File: src/hdl/ex_macros.svh
`ifndef EX_MACROS_SVH
`define EX_MACROS_SVH

////////////////////////////////////////////////////////////
// Execute stage widths
////////////////////////////////////////////////////////////

// Data and address width
`define XLEN 32

// Destination register index
`define REG_ADDR_W 5

// One quotient bit per iteration
`define DIV_STEPS 32

`endif

File: src/hdl/ex_op_pkg.sv
package ex_op_pkg;

    typedef enum logic [5:0] {
        OP_ADD, OP_SUB, OP_AND, OP_OR, OP_XOR, OP_NOR,
        OP_SLL, OP_SRL, OP_SRA, OP_SLT, OP_SLTU, OP_LUI, OP_PCADD,
        OP_MUL, OP_MULH, OP_MULHU,
        OP_DIV, OP_DIVU, OP_MOD, OP_MODU,
        OP_LDB, OP_LDH, OP_LDW, OP_STB, OP_STH, OP_STW,
        OP_BEQ, OP_BNE, OP_BLT, OP_BGE, OP_BLTU, OP_BGEU, OP_JIRL,
        OP_NOP
    } ex_op_e;

    // Where the write data comes from
    typedef enum logic [2:0] {
        RES_LOGIC,
        RES_SHIFT,
        RES_ARITH,
        RES_MOVE,
        RES_MUL,
        RES_DIV,
        RES_LINK,
        RES_NONE
    } res_class_e;

    function automatic res_class_e op_class(ex_op_e op);
        case (op)
            OP_AND, OP_OR, OP_XOR, OP_NOR:          return RES_LOGIC;
            OP_SLL, OP_SRL, OP_SRA:                 return RES_SHIFT;
            OP_ADD, OP_SUB, OP_SLT, OP_SLTU:        return RES_ARITH;
            OP_LUI, OP_PCADD:                       return RES_MOVE;
            OP_MUL, OP_MULH, OP_MULHU:              return RES_MUL;
            OP_DIV, OP_DIVU, OP_MOD, OP_MODU:       return RES_DIV;
            OP_JIRL:                                return RES_LINK;
            default:                                return RES_NONE;
        endcase
    endfunction

    function automatic logic is_mul(ex_op_e op);
        return op inside {OP_MUL, OP_MULH, OP_MULHU};
    endfunction

    function automatic logic is_div(ex_op_e op);
        return op inside {OP_DIV, OP_DIVU, OP_MOD, OP_MODU};
    endfunction

    function automatic logic is_load(ex_op_e op);
        return op inside {OP_LDB, OP_LDH, OP_LDW};
    endfunction

    function automatic logic is_store(ex_op_e op);
        return op inside {OP_STB, OP_STH, OP_STW};
    endfunction

    // Jumps count as branches here
    function automatic logic is_branch(ex_op_e op);
        return op inside {OP_BEQ, OP_BNE, OP_BLT, OP_BGE, OP_BLTU, OP_BGEU, OP_JIRL};
    endfunction

endpackage

File: src/hdl/ex_bus_pkg.sv
package ex_bus_pkg;

    // Memory access width
    typedef enum logic [1:0] {
        SZ_BYTE = 2'd0,
        SZ_HALF = 2'd1,
        SZ_WORD = 2'd2
    } mem_size_e;

    // Multiplier word select
    typedef enum logic [1:0] {
        MK_LO          = 2'd0,
        MK_HI_SIGNED   = 2'd1,
        MK_HI_UNSIGNED = 2'd2
    } mul_kind_e;

    // Bit 0 marks unsigned, bit 1 marks remainder
    typedef enum logic [1:0] {
        DK_QUOT_S = 2'd0,
        DK_QUOT_U = 2'd1,
        DK_REM_S  = 2'd2,
        DK_REM_U  = 2'd3
    } div_kind_e;

endpackage

File: src/hdl/alu.sv
`include "ex_macros.svh"

module alu (
    input  ex_op_pkg::ex_op_e  op_i,
    input  logic [`XLEN-1:0]   src1_i,
    input  logic [`XLEN-1:0]   src2_i,
    input  logic [`XLEN-1:0]   imm_i,
    input  logic [`XLEN-1:0]   pc_i,
    output logic [`XLEN-1:0]   logic_o,
    output logic [`XLEN-1:0]   shift_o,
    output logic [`XLEN-1:0]   arith_o,
    output logic [`XLEN-1:0]   move_o,
    output logic               taken_o,
    output logic [`XLEN-1:0]   target_o
);
    import ex_op_pkg::*;

    logic                       eq;
    logic                       lt_s;
    logic                       lt_u;
    logic [$clog2(`XLEN)-1:0]   shamt;

    assign eq    = src1_i == src2_i;
    assign lt_s  = $signed(src1_i) < $signed(src2_i);
    assign lt_u  = src1_i < src2_i;
    assign shamt = src2_i[$clog2(`XLEN)-1:0];

    always_comb begin
        case (op_i)
            OP_OR:   logic_o = src1_i | src2_i;
            OP_XOR:  logic_o = src1_i ^ src2_i;
            OP_NOR:  logic_o = ~(src1_i | src2_i);
            default: logic_o = src1_i & src2_i;
        endcase
    end

    always_comb begin
        case (op_i)
            OP_SRL:  shift_o = src1_i >> shamt;
            OP_SRA:  shift_o = $signed(src1_i) >>> shamt;
            default: shift_o = src1_i << shamt;
        endcase
    end

    always_comb begin
        case (op_i)
            OP_SUB:  arith_o = src1_i - src2_i;
            OP_SLT:  arith_o = {{(`XLEN-1){1'b0}}, lt_s};
            OP_SLTU: arith_o = {{(`XLEN-1){1'b0}}, lt_u};
            default: arith_o = src1_i + src2_i;
        endcase
    end

    // LUI operand arrives already shifted
    assign move_o = (op_i == OP_LUI) ? src2_i : src2_i + pc_i;

    ////////////////////////////////////////////////////////////
    // Branch evaluation
    ////////////////////////////////////////////////////////////

    always_comb begin
        case (op_i)
            OP_BEQ:  taken_o = eq;
            OP_BNE:  taken_o = !eq;
            OP_BLT:  taken_o = lt_s;
            OP_BGE:  taken_o = !lt_s;
            OP_BLTU: taken_o = lt_u;
            OP_BGEU: taken_o = !lt_u;
            OP_JIRL: taken_o = 1'b1;
            default: taken_o = 1'b0;
        endcase
    end

    // Register-relative for JIRL, pc-relative otherwise
    assign target_o = ((op_i == OP_JIRL) ? src1_i : pc_i) + imm_i;

endmodule

File: src/hdl/mul_unit.sv
`include "ex_macros.svh"

module mul_unit (
    input  logic                   clk,
    input  logic                   rst,
    input  logic                   start_i,
    input  logic                   cancel_i,
    input  ex_bus_pkg::mul_kind_e  kind_i,
    input  logic [`XLEN-1:0]       a_i,
    input  logic [`XLEN-1:0]       b_i,
    output logic                   done_o,
    output logic [`XLEN-1:0]       result_o
);
    import ex_bus_pkg::*;

    logic                   ext_signed;
    logic [`XLEN:0]         a_ext;
    logic [`XLEN:0]         b_ext;
    logic                   s1_valid_q;
    logic                   s2_valid_q;
    mul_kind_e              kind_q;
    logic [2*`XLEN+1:0]     prod_q;

    // Low word is the same either way
    assign ext_signed = kind_i != MK_HI_UNSIGNED;
    assign a_ext = {ext_signed && a_i[`XLEN-1], a_i};
    assign b_ext = {ext_signed && b_i[`XLEN-1], b_i};

    always_ff @(posedge clk) begin
        if (rst || cancel_i) begin
            s1_valid_q <= 1'b0;
            s2_valid_q <= 1'b0;
        end else begin
            s1_valid_q <= start_i;
            s2_valid_q <= s1_valid_q;
        end
    end

    always_ff @(posedge clk) begin
        if (start_i) begin
            prod_q <= $signed(a_ext) * $signed(b_ext);
            kind_q <= kind_i;
        end
        if (s1_valid_q) begin
            result_o <= (kind_q == MK_LO) ? prod_q[`XLEN-1:0] : prod_q[2*`XLEN-1:`XLEN];
        end
    end

    assign done_o = s2_valid_q;

    // Fed one operation at a time
    assert property (@(posedge clk) disable iff (rst) done_o |=> !done_o);

endmodule

File: src/hdl/div_unit.sv
`include "ex_macros.svh"

module div_unit (
    input  logic                   clk,
    input  logic                   rst,
    input  logic                   start_i,
    input  logic                   cancel_i,
    input  ex_bus_pkg::div_kind_e  kind_i,
    input  logic [`XLEN-1:0]       dividend_i,
    input  logic [`XLEN-1:0]       divisor_i,
    output logic                   busy_o,
    output logic                   done_o,
    output logic [`XLEN-1:0]       quot_o,
    output logic [`XLEN-1:0]       rem_o
);
    import ex_bus_pkg::*;

    localparam int CNT_W = $clog2(`DIV_STEPS + 1);

    logic               busy_q;
    logic               done_q;
    logic [CNT_W-1:0]   cnt_q;
    logic [`XLEN-1:0]   quot_q;
    logic [`XLEN-1:0]   rem_q;
    logic [`XLEN-1:0]   dsor_q;
    logic               neg_quot_q;
    logic               neg_rem_q;
    logic               zero_q;

    logic               is_signed;
    logic               a_neg;
    logic               b_neg;
    logic               last;
    logic [`XLEN:0]     shifted;
    logic [`XLEN+1:0]   diff;
    logic               fit;

    assign is_signed = (kind_i == DK_QUOT_S) || (kind_i == DK_REM_S);
    assign a_neg = is_signed && dividend_i[`XLEN-1];
    assign b_neg = is_signed && divisor_i[`XLEN-1];

    // Iterations done, next edge is the sign fix-up
    assign last = cnt_q == CNT_W'(`DIV_STEPS);

    // Shift in next dividend bit and trial subtract
    assign shifted = {rem_q, quot_q[`XLEN-1]};
    assign diff    = {1'b0, shifted} - {2'b00, dsor_q};
    assign fit     = !diff[`XLEN+1];

    always_ff @(posedge clk) begin
        if (rst || cancel_i) begin
            busy_q <= 1'b0;
            done_q <= 1'b0;
            cnt_q  <= '0;
        end else begin
            done_q <= busy_q && last;
            if (start_i) begin
                busy_q <= 1'b1;
                cnt_q  <= '0;
            end else if (busy_q) begin
                cnt_q <= cnt_q + 1'b1;
                if (last) begin
                    busy_q <= 1'b0;
                end
            end
        end
    end

    ////////////////////////////////////////////////////////////
    // Magnitude datapath
    ////////////////////////////////////////////////////////////

    always_ff @(posedge clk) begin
        if (start_i) begin
            quot_q     <= a_neg ? -dividend_i : dividend_i;
            rem_q      <= '0;
            dsor_q     <= b_neg ? -divisor_i : divisor_i;
            neg_quot_q <= a_neg ^ b_neg;
            neg_rem_q  <= a_neg;
            zero_q     <= divisor_i == '0;
        end else if (busy_q && !last) begin
            quot_q <= {quot_q[`XLEN-2:0], fit};
            rem_q  <= fit ? diff[`XLEN-1:0] : shifted[`XLEN-1:0];
        end
        // Remainder takes the dividend's sign, zero divisor included
        if (busy_q && last) begin
            quot_o <= zero_q ? '1 : (neg_quot_q ? -quot_q : quot_q);
            rem_o  <= neg_rem_q ? -rem_q : rem_q;
        end
    end

    assign busy_o = busy_q;
    assign done_o = done_q;

    // Stage must wait for done before the next divide
    assert property (@(posedge clk) disable iff (rst) start_i |-> !busy_o);

endmodule

File: src/hdl/ex_stage.sv
`include "ex_macros.svh"

module ex_stage (
    input  logic                    clk,
    input  logic                    rst,
    input  logic                    flush_i,
    input  logic                    in_valid_i,
    output logic                    in_ready_o,
    input  ex_op_pkg::ex_op_e       op_i,
    input  logic [`XLEN-1:0]        src1_i,
    input  logic [`XLEN-1:0]        src2_i,
    input  logic [`XLEN-1:0]        imm_i,
    input  logic [`XLEN-1:0]        pc_i,
    input  logic [`REG_ADDR_W-1:0]  rd_i,
    input  logic                    wen_i,
    output logic                    out_valid_o,
    input  logic                    out_ready_i,
    output logic [`XLEN-1:0]        wdata_o,
    output logic [`REG_ADDR_W-1:0]  waddr_o,
    output logic                    wen_o,
    output logic [`XLEN-1:0]        mem_addr_o,
    output logic [`XLEN-1:0]        store_data_o,
    output logic                    mem_load_o,
    output logic                    mem_store_o,
    output ex_bus_pkg::mem_size_e   mem_size_o,
    output logic                    excp_ale_o,
    output logic                    redirect_o,
    output logic [`XLEN-1:0]        redirect_target_o
);
    import ex_op_pkg::*;
    import ex_bus_pkg::*;

    // Latched instruction
    logic                   busy_q;
    logic                   first_q;
    ex_op_e                 op_q;
    logic [`XLEN-1:0]       src1_q;
    logic [`XLEN-1:0]       src2_q;
    logic [`XLEN-1:0]       imm_q;
    logic [`XLEN-1:0]       pc_q;
    logic [`REG_ADDR_W-1:0] rd_q;
    logic                   wen_q;

    logic                   mul_start_q;
    logic                   div_start_q;
    logic                   mul_done;
    logic                   div_done;
    logic                   div_busy;
    logic [`XLEN-1:0]       mul_result;
    logic [`XLEN-1:0]       div_quot;
    logic [`XLEN-1:0]       div_rem;
    mul_kind_e              mul_kind;
    div_kind_e              div_kind;

    logic [`XLEN-1:0]       alu_logic;
    logic [`XLEN-1:0]       alu_shift;
    logic [`XLEN-1:0]       alu_arith;
    logic [`XLEN-1:0]       alu_move;
    logic [`XLEN-1:0]       alu_target;
    logic                   alu_taken;

    res_class_e             res_class;
    logic                   accept;
    logic                   unit_done;
    logic                   complete;
    logic [`XLEN-1:0]       wdata;
    logic [`XLEN-1:0]       mem_addr;
    mem_size_e              mem_size;
    logic                   ale;

    ////////////////////////////////////////////////////////////
    // Input handshake and unit launch
    ////////////////////////////////////////////////////////////

    assign in_ready_o = !busy_q && !div_busy && (!out_valid_o || out_ready_i);
    assign accept     = in_valid_i && in_ready_o;

    always_ff @(posedge clk) begin
        if (rst || flush_i) begin
            busy_q      <= 1'b0;
            first_q     <= 1'b0;
            mul_start_q <= 1'b0;
            div_start_q <= 1'b0;
        end else begin
            first_q     <= accept;
            mul_start_q <= first_q && is_mul(op_q);
            div_start_q <= first_q && is_div(op_q);
            if (accept) begin
                busy_q <= 1'b1;
            end else if (complete) begin
                busy_q <= 1'b0;
            end
        end
    end

    always_ff @(posedge clk) begin
        if (accept) begin
            op_q   <= op_i;
            src1_q <= src1_i;
            src2_q <= src2_i;
            imm_q  <= imm_i;
            pc_q   <= pc_i;
            rd_q   <= rd_i;
            wen_q  <= wen_i;
        end
    end

    always_comb begin
        case (op_q)
            OP_MULH:  mul_kind = MK_HI_SIGNED;
            OP_MULHU: mul_kind = MK_HI_UNSIGNED;
            default:  mul_kind = MK_LO;
        endcase
        case (op_q)
            OP_DIVU: div_kind = DK_QUOT_U;
            OP_MOD:  div_kind = DK_REM_S;
            OP_MODU: div_kind = DK_REM_U;
            default: div_kind = DK_QUOT_S;
        endcase
        case (op_q)
            OP_LDB, OP_STB: mem_size = SZ_BYTE;
            OP_LDH, OP_STH: mem_size = SZ_HALF;
            default:        mem_size = SZ_WORD;
        endcase
    end

    alu u_alu (
        .op_i     (op_q),
        .src1_i   (src1_q),
        .src2_i   (src2_q),
        .imm_i    (imm_q),
        .pc_i     (pc_q),
        .logic_o  (alu_logic),
        .shift_o  (alu_shift),
        .arith_o  (alu_arith),
        .move_o   (alu_move),
        .taken_o  (alu_taken),
        .target_o (alu_target)
    );

    mul_unit u_mul (
        .clk      (clk),
        .rst      (rst),
        .start_i  (mul_start_q),
        .cancel_i (flush_i),
        .kind_i   (mul_kind),
        .a_i      (src1_q),
        .b_i      (src2_q),
        .done_o   (mul_done),
        .result_o (mul_result)
    );

    div_unit u_div (
        .clk        (clk),
        .rst        (rst),
        .start_i    (div_start_q),
        .cancel_i   (flush_i),
        .kind_i     (div_kind),
        .dividend_i (src1_q),
        .divisor_i  (src2_q),
        .busy_o     (div_busy),
        .done_o     (div_done),
        .quot_o     (div_quot),
        .rem_o      (div_rem)
    );

    ////////////////////////////////////////////////////////////
    // Result selection and address check
    ////////////////////////////////////////////////////////////

    assign res_class = op_class(op_q);

    always_comb begin
        case (res_class)
            RES_MUL: unit_done = mul_done;
            RES_DIV: unit_done = div_done;
            default: unit_done = 1'b1;
        endcase
    end

    assign complete = busy_q && unit_done && !flush_i;

    always_comb begin
        case (res_class)
            RES_LOGIC: wdata = alu_logic;
            RES_SHIFT: wdata = alu_shift;
            RES_ARITH: wdata = alu_arith;
            RES_MOVE:  wdata = alu_move;
            RES_MUL:   wdata = mul_result;
            RES_DIV:   wdata = div_kind[1] ? div_rem : div_quot;
            RES_LINK:  wdata = pc_q + `XLEN'(4);
            default:   wdata = '0;
        endcase
    end

    assign mem_addr = src1_q + imm_q;
    assign ale = (is_load(op_q) || is_store(op_q)) &&
                 ((mem_size == SZ_HALF && mem_addr[0]) ||
                  (mem_size == SZ_WORD && mem_addr[1:0] != 2'b00));

    // Output slot
    always_ff @(posedge clk) begin
        if (rst || flush_i) begin
            out_valid_o <= 1'b0;
            redirect_o  <= 1'b0;
        end else if (complete) begin
            out_valid_o <= 1'b1;
            redirect_o  <= alu_taken && is_branch(op_q);
        end else if (out_ready_i) begin
            out_valid_o <= 1'b0;
            redirect_o  <= 1'b0;
        end
    end

    always_ff @(posedge clk) begin
        if (complete) begin
            wdata_o           <= wdata;
            waddr_o           <= rd_q;
            wen_o             <= wen_q && !ale;
            mem_addr_o        <= mem_addr;
            store_data_o      <= src2_q;
            mem_load_o        <= is_load(op_q) && !ale;
            mem_store_o       <= is_store(op_q) && !ale;
            mem_size_o        <= mem_size;
            excp_ale_o        <= ale;
            redirect_target_o <= alu_target;
        end
    end

    // Stalled slot holds until the memory stage takes it
    assert property (@(posedge clk) disable iff (rst)
        out_valid_o && !out_ready_i && !flush_i |=> out_valid_o &&
        $stable({wdata_o, waddr_o, wen_o, mem_addr_o, store_data_o, mem_load_o,
                 mem_store_o, mem_size_o, excp_ale_o, redirect_o, redirect_target_o}));

endmodule

File: config.mk
export PLATFORM = sky130hd
export DESIGN_NAME = ex_stage
export DESIGN_NICKNAME = d
export VERILOG_FILES = /design/src/hdl/ex_op_pkg.sv /design/src/hdl/ex_bus_pkg.sv /design/src/hdl/alu.sv /design/src/hdl/mul_unit.sv /design/src/hdl/div_unit.sv /design/src/hdl/ex_stage.sv
export VERILOG_INCLUDE_DIRS = /design/src /design/src/hdl
export SDC_FILE = /design/constraint.sdc
export NUM_CORES = 2
export LEC_CHECK = 0
export ABC_AREA = 0
export BUFFER_PORTS_ARGS = -buffer_cell sky130_fd_sc_hd__buf_2
export CAP_MARGIN = 20
export CORE_MARGIN = 2
export CORE_UTILIZATION = 40
export DETAILED_ROUTE_END_ITERATION = 8
export GPL_TIMING_DRIVEN = 0
export SLEW_MARGIN = 15
export SYNTH_ARGS = -nofsm -noshare
export SYNTH_HDL_FRONTEND = slang
export SYNTH_SLANG_ARGS = --single-unit
export TNS_END_PERCENT = 20
File: constraint.sdc
create_clock -name clk -period 28.4 [get_ports clk]
set_input_delay 4.26 -clock clk [delete_from_list [all_inputs] [get_ports clk]]
set_output_delay 4.26 -clock clk [all_outputs]
set_load 0.005 [all_outputs]
Word-level counts from Yosys, hierarchy flattened
Memory sizes are Yosys's and may differ from the RTL's. A register that Yosys moved wholly into a read port is not among the register bits.
Cells that the tools add are included.

cells by class
  add/subtract/negate cells = 12
  $mul = 1
  div/mod/pow operators = 0
  $lt $le $gt $ge = 2
  equal/unequal tests = 41
  shift-type cells = 3
  muxes and demuxes = 29
  bitwise logic cells = 5
  reduce and logical (&&, ||, !) cells = 51

operators by type and width
  operator                                              number
  two-way mux 32 bit                                    11
  one-hot mux 32 bit (7 select lines)                   1
  one-hot mux 32 bit (3 select lines)                   2
  adder 32 bit                                          4
  negation 32 bit                                       4
  equality test 6 x 5 -> 1 bit (second input constant)  16
  < comparator 32 bit                                   2
  multiplier 33 x 33 -> 64 bit                          1
  one-hot mux 32 bit (2 select lines)                   1
  equality test 6 x 4 -> 1 bit (second input constant)  7
  subtractor 33 x 32 -> 34 bit                          1
  adder 32 x 3 -> 32 bit (second input constant)        1
  AND 32 bit                                            1
  equality test 32 bit                                  1
  logical NOT 32 bit                                    1
  inverter 32 bit                                       1
  OR 32 bit                                             1
  << shifter 32 x 5 -> 32 bit                           1
  right shift 32 x 5 -> 32 bit                          1
  >>> shifter 32 x 5 -> 32 bit                          1
  subtractor 32 bit                                     1
  XOR 32 bit                                            1
  logical AND 1 bit                                     20
  equality test 6 x 3 -> 1 bit (second input constant)  3
  other kinds (26)                                      60

storage, ports and cells
  bits in registers = 556
  latch bits = 0
  memory bits (writable) = 0
  memory bits (read-only) = 192
  input bits = 145
  memories = 1

memories
  name              words  width  read ports  clocked after Yosys merged registers in  wr ports  RTL line         RTL
  (name not given)  64     3      1           1                                        0         ex_op_pkg.sv:26  case (op)

Depth between registers and ports, before layout
  depth in word-level cells = 9
  mapped depth = 35

Cells and area by module
From an unflattened synthesis, not the netlist that was laid out.

unflattened totals
  cell total of the unflattened synthesis = 8327
  area, all modules = 77284.1 um2

by module, submodules not included
  module    times used  cells an instance  area each (um2)  seq. area each (um2)
  mul_unit  1           4402               41338.4          2982.9
  ex_stage  1           949                13167.6          8558.2
  alu       1           1912               12331.8          0.0
  div_unit  1           1064               10446.3          4734.5

Worst setup path after synthesis
OpenSTA, ideal clock, no wires.

  path type = input to register
  start = input flush_i
  end = register redirect_o
  library setup time = 454 ps
  arrival time = 10776 ps
  required time = 27946 ps
  slack = 17170 ps
  stages = 3
  path buffers = 0
  path through = nor2_1 > a311o_1 > a41oi_1

on the way
  longest elaborated chain between the ends = 3

ends and longest elaborated chain
  item                                                     RTL line         RTL
  from (decl)                                              ex_stage.sv:6    input logic flush_i,
  logical NOT 1 bit                                        ex_stage.sv:181  assign complete = busy_q && unit_done && !flush_i;
  logical AND 1 bit                                        ex_stage.sv:181
  two-way mux 1 bit or nonzero test 2 bit (tied branches)  n/a
  to (signal assigned)                                     ex_stage.sv:208  redirect_o <= alu_taken && is_branch(op_q);
  to (decl)                                                ex_stage.sv:27   output logic redirect_o,

Parallel ways exist; a longest one is shown, timed or not.
A chain may end at the register's enable or synchronous reset.

Worst setup path after layout
  start = register op_q[4]
  end = register u_mul.prod_q[63] (data pin)

on the way
  longest elaborated chain between the ends = 5

ends and longest elaborated chain
  item                                         RTL line                        RTL
  from (decl)                                  ex_stage.sv:36                  ex_op_e op_q;
  from (signal assigned)                       ex_stage.sv:98                  op_q <= op_i;
  equality test 6 x 4 -> 1 bit                 ex_stage.sv:109                 case (op_q)
  one-hot mux 2 bit (2 select lines) (*)       ex_stage.sv:109
  net mul_kind[1]                              ex_stage.sv:52                  mul_kind_e mul_kind;
  != test 2 bit (*)                            mul_unit.sv:25                  assign ext_signed = kind_i != MK_HI_UNSIGNED;
  logical AND 1 bit, on equally long branches  mul_unit.sv:26, mul_unit.sv:27
  multiplier 33 x 33 -> 64 bit (*)             mul_unit.sv:41                  prod_q <= $signed(a_ext) * $signed(b_ext);
  to (signal assigned)                         mul_unit.sv:41
  to (decl)                                    mul_unit.sv:22                  logic [2*`XLEN+1:0] prod_q;

Mark *: on every way through the listed nets, which the timed path passes. The rest lies on a longest branch.

==> impl_metrics.csv <==
group,metric,value,unit
cells_and_area,nets,10256,
place,numPortBuffers,286,
clock_tree,cts_hold_buf,0,
setup_path,critPathMaxFanout,13,
setup_path,critPathMaxStageDelay,1190,ps
sta,max_slew_margin,10.5,%
logic_synthesis,ys_top_cells_by_count,"1326 x inv_1, 1131 x fa_1, 1098 x nand2_1, 707 x nor2_1, 508 x edfxtp_1",
logic_synthesis,yosys-top-cells-area,"fa_1 30%, edfxtp_1 20%, ha_1 7.4%, inv_1 6.6%, nand2_1 5.5%",
logic_synthesis,syn_inst,8139,
logic_synthesis,synth_edf_count,508,
setup_path,r2r_cells,29,
setup_path,crit_type,"register to register",
setup_path,crit_path_top_delay_cell,"fa_1",
grt,grt_first_pass_wirelength,503000,um
worst_hold_path,min_path_type,"register to register",
grt,grt_pass1_vias,64678,
clock_tree,cts_sinks,559,
grt,grt-ovfl-total,0,
logic_synthesis,async_flop_share,0,%
place,place_inst,10957,
logic_synthesis,synth_nets,9857,
logic_synthesis,synth_seq_cells,559,
cells_and_area,final_util,44.2,%
grt,grtUsageTotal,37.7,%
sta,period_needed,12430,ps
die,row_count,159,
clock_tree,cts-root-buf,"clkbuf_16",
run_status,status,"finished clean",
clock_tree,clkTransAtPathRegs,60,ps
run,drv_cap,0,
logic_synthesis,syn-cell-area,75200,um^2
grt,grt_max_degree,104,
detailed_routing,antenna_left,0,
sta,final-max-slew-violation-count,0,
sta,finalSetupViolCount,0,
setup_path,r2r-start,"op_q[4]",
logic_synthesis,synth.avg_cell_area,9.23,um^2
clock_tree,cts_resized,0,
sta,skew,61.4,ps
logic_synthesis,seq_area_frac_synth,21.7,%
clock_tree,cts_tree,"yes",
sta,max_freq,0.0804,GHz
detailed_routing,vias_per_cell,5.93,
detailed_routing,dr.pass1.iters,6,
clock_tree,cts_inserted_buffers,69,
setup_path,startpoint_type,"register",
detailed_routing,wl_per_cell,32.6,um
die,fp.dieH,437,um
die,die_area,191000,um^2
cells_and_area,largest_register,"u_mul.prod_q",
detailed_routing,drc_errors,0,
clock_tree,cts_setup_buffers,0,
cells_and_area,finalNonFillerCells,11104,
die,design.core.area,187000,um^2
die,die_x,437,um
sta,tightestPinTransition,1340,ps
clock_tree,htreeDepth,3,
cells_and_area,seq_area,16300,um^2
cells_and_area,largest_reg_flops,64,
setup_path,r2r_end,"u_mul.prod_q[63]",
die,start_util,40.1,%
logic_synthesis,yosys_warnings,0,
logic_synthesis,synth_cell_types,92,
grt,antenna_found_initial,33,
sta,finalHoldViolations,0,
cells_and_area,fillers,18364,
clock_tree,cts_buffer_depth,3,
detailed_routing,drtIter0Drc,7925,
place,gp_congestion,1.08,
cells_and_area,multiInputGateArea,52100,um^2
setup_path,r2r_setup_slack,15970,ps
setup_path,required,28820,ps
setup_path,setup.worst_path.start,"op_q[4]",
sta,fin_tns_setup,0,ps
setup_path,endpoint,"u_mul.prod_q[63]",
logic_synthesis,synthMostInstantiatedCell,"inv_1",
clock_tree,clk_latency,730,ps
logic_synthesis,yosysTopAreaCell,"fa_1",
place,dp.final_hpwl,299000,um
cells_and_area,synthToLayoutAreaGrowth,10.2,%
sta,grt_setup_unrepaired,"false",
setup_path,arrival,12850,ps
logic_synthesis,synth.top_cell.area_share,30.1,%
sta,fin_crit_sh,43.8,%
detailed_routing,finalWirelength,362000,um
setup_path,crit_top_cell,"fa_1",
cells_and_area,drive_gt1_share,7.37,%
logic_synthesis,ys.flop_type,"edfxtp_1",
setup_path,end_kind,"register",
die,ios,287,
detailed_routing,vias,65851,
## cell families (layout without fill, tap and decap cells)
logic type | after synthesis | in the layout | share of synthesized area (%)
xor+xnor | 327 | 327 | 3.81
buf+inv | 1806 | 2259 | 9.05
compound gates | 1401 | 1401 | 12.0
mux | 153 | 153 | 2.82
simple gates | 2320 | 2320 | 13.2
other cells | 0 | 17 | 0
flops | 559 | 559 | 21.7
fa+ha+maj | 1573 | 1573 | 37.5
## layer usage
layer  wire length (um)  track usage (%)
met2             150000             54.0
met4              28800             24.6
met1             141000             49.1
met3              42200             11.6
met5                259                0
## final cells by class
class	instances	share of cell area, %
tap	2495	3.77
clock inverter	40	0.559
sequential	559	19.7
inverter	1339	6.08
buffer	467	2.20
clock buffer	85	2.22
antenna	17	0.0514
multi-input combinational	5774	62.9
timing repair buffer	328	2.52
## worst min-delay path by stage
stage	start	end	slack, ps	cells after the start
after global placement	rd_q[1]	waddr_o[1]	400	0
after global routing	rd_q[1]	waddr_o[1]	430	0
after CTS	rd_q[1]	waddr_o[1]	420	0
after floorplan	rd_q[0]	waddr_o[0]	400	0
final	rd_q[1]	waddr_o[1]	420	0
after detailed placement	rd_q[1]	waddr_o[1]	400	0
## per-stage QoR
| stage | hold WS (ps) | worst slack (ps) | cell area [um^2] |
|---|---|---|---|
| floorplan | 400 | 17170 | 75200 |
| global placement | 400 | 13990 | 79700 |
| detailed placement | 405 | 16330 | 80400 |
| CTS | 418 | 16260 | 82700 |
| global route | 426 | 15660 | 82800 |
| finish | 418 | 15970 | 82800 |
## critical path: cells and delay by family (launching register included)
family                   cells  cell delay (ps)
adder cells (fa/ha/maj)      9             5560
buffers and inverters        7             2640
AND/OR/NAND/NOR              6             1870
AO/OA/AOI/OAI                6             1420
flip-flops                   1              500
XOR/XNOR                     1              130
## layout by cell type, fill, tap and decap left out, types with 42 or more instances in the layout
cell and n:
a211oi_1 59, a21o_1 86, a21oi_1 401, a221oi_1 58, a31oi_1 43, buf_1 99, buf_2 310, clkbuf_1 328
clkbuf_16 71, dfxtp_1 48, edfxtp_1 508, fa_1 1130, ha_1 442, inv_1 1325, mux2i_1 68, mux4_2 43
nand2_1 1098, nand2b_1 44, nand3_1 76, nand4_1 42, nor2_1 705, nor2b_1 42, nor3_1 106, o211ai_1 52
o21a_1 44, o21ai_0 298, o21bai_1 46, o31ai_1 42, xnor2_1 234, xor2_1 93
Power is not shown: default switching activity piles up to over one toggle a cycle in this logic, so the estimate is an artifact.
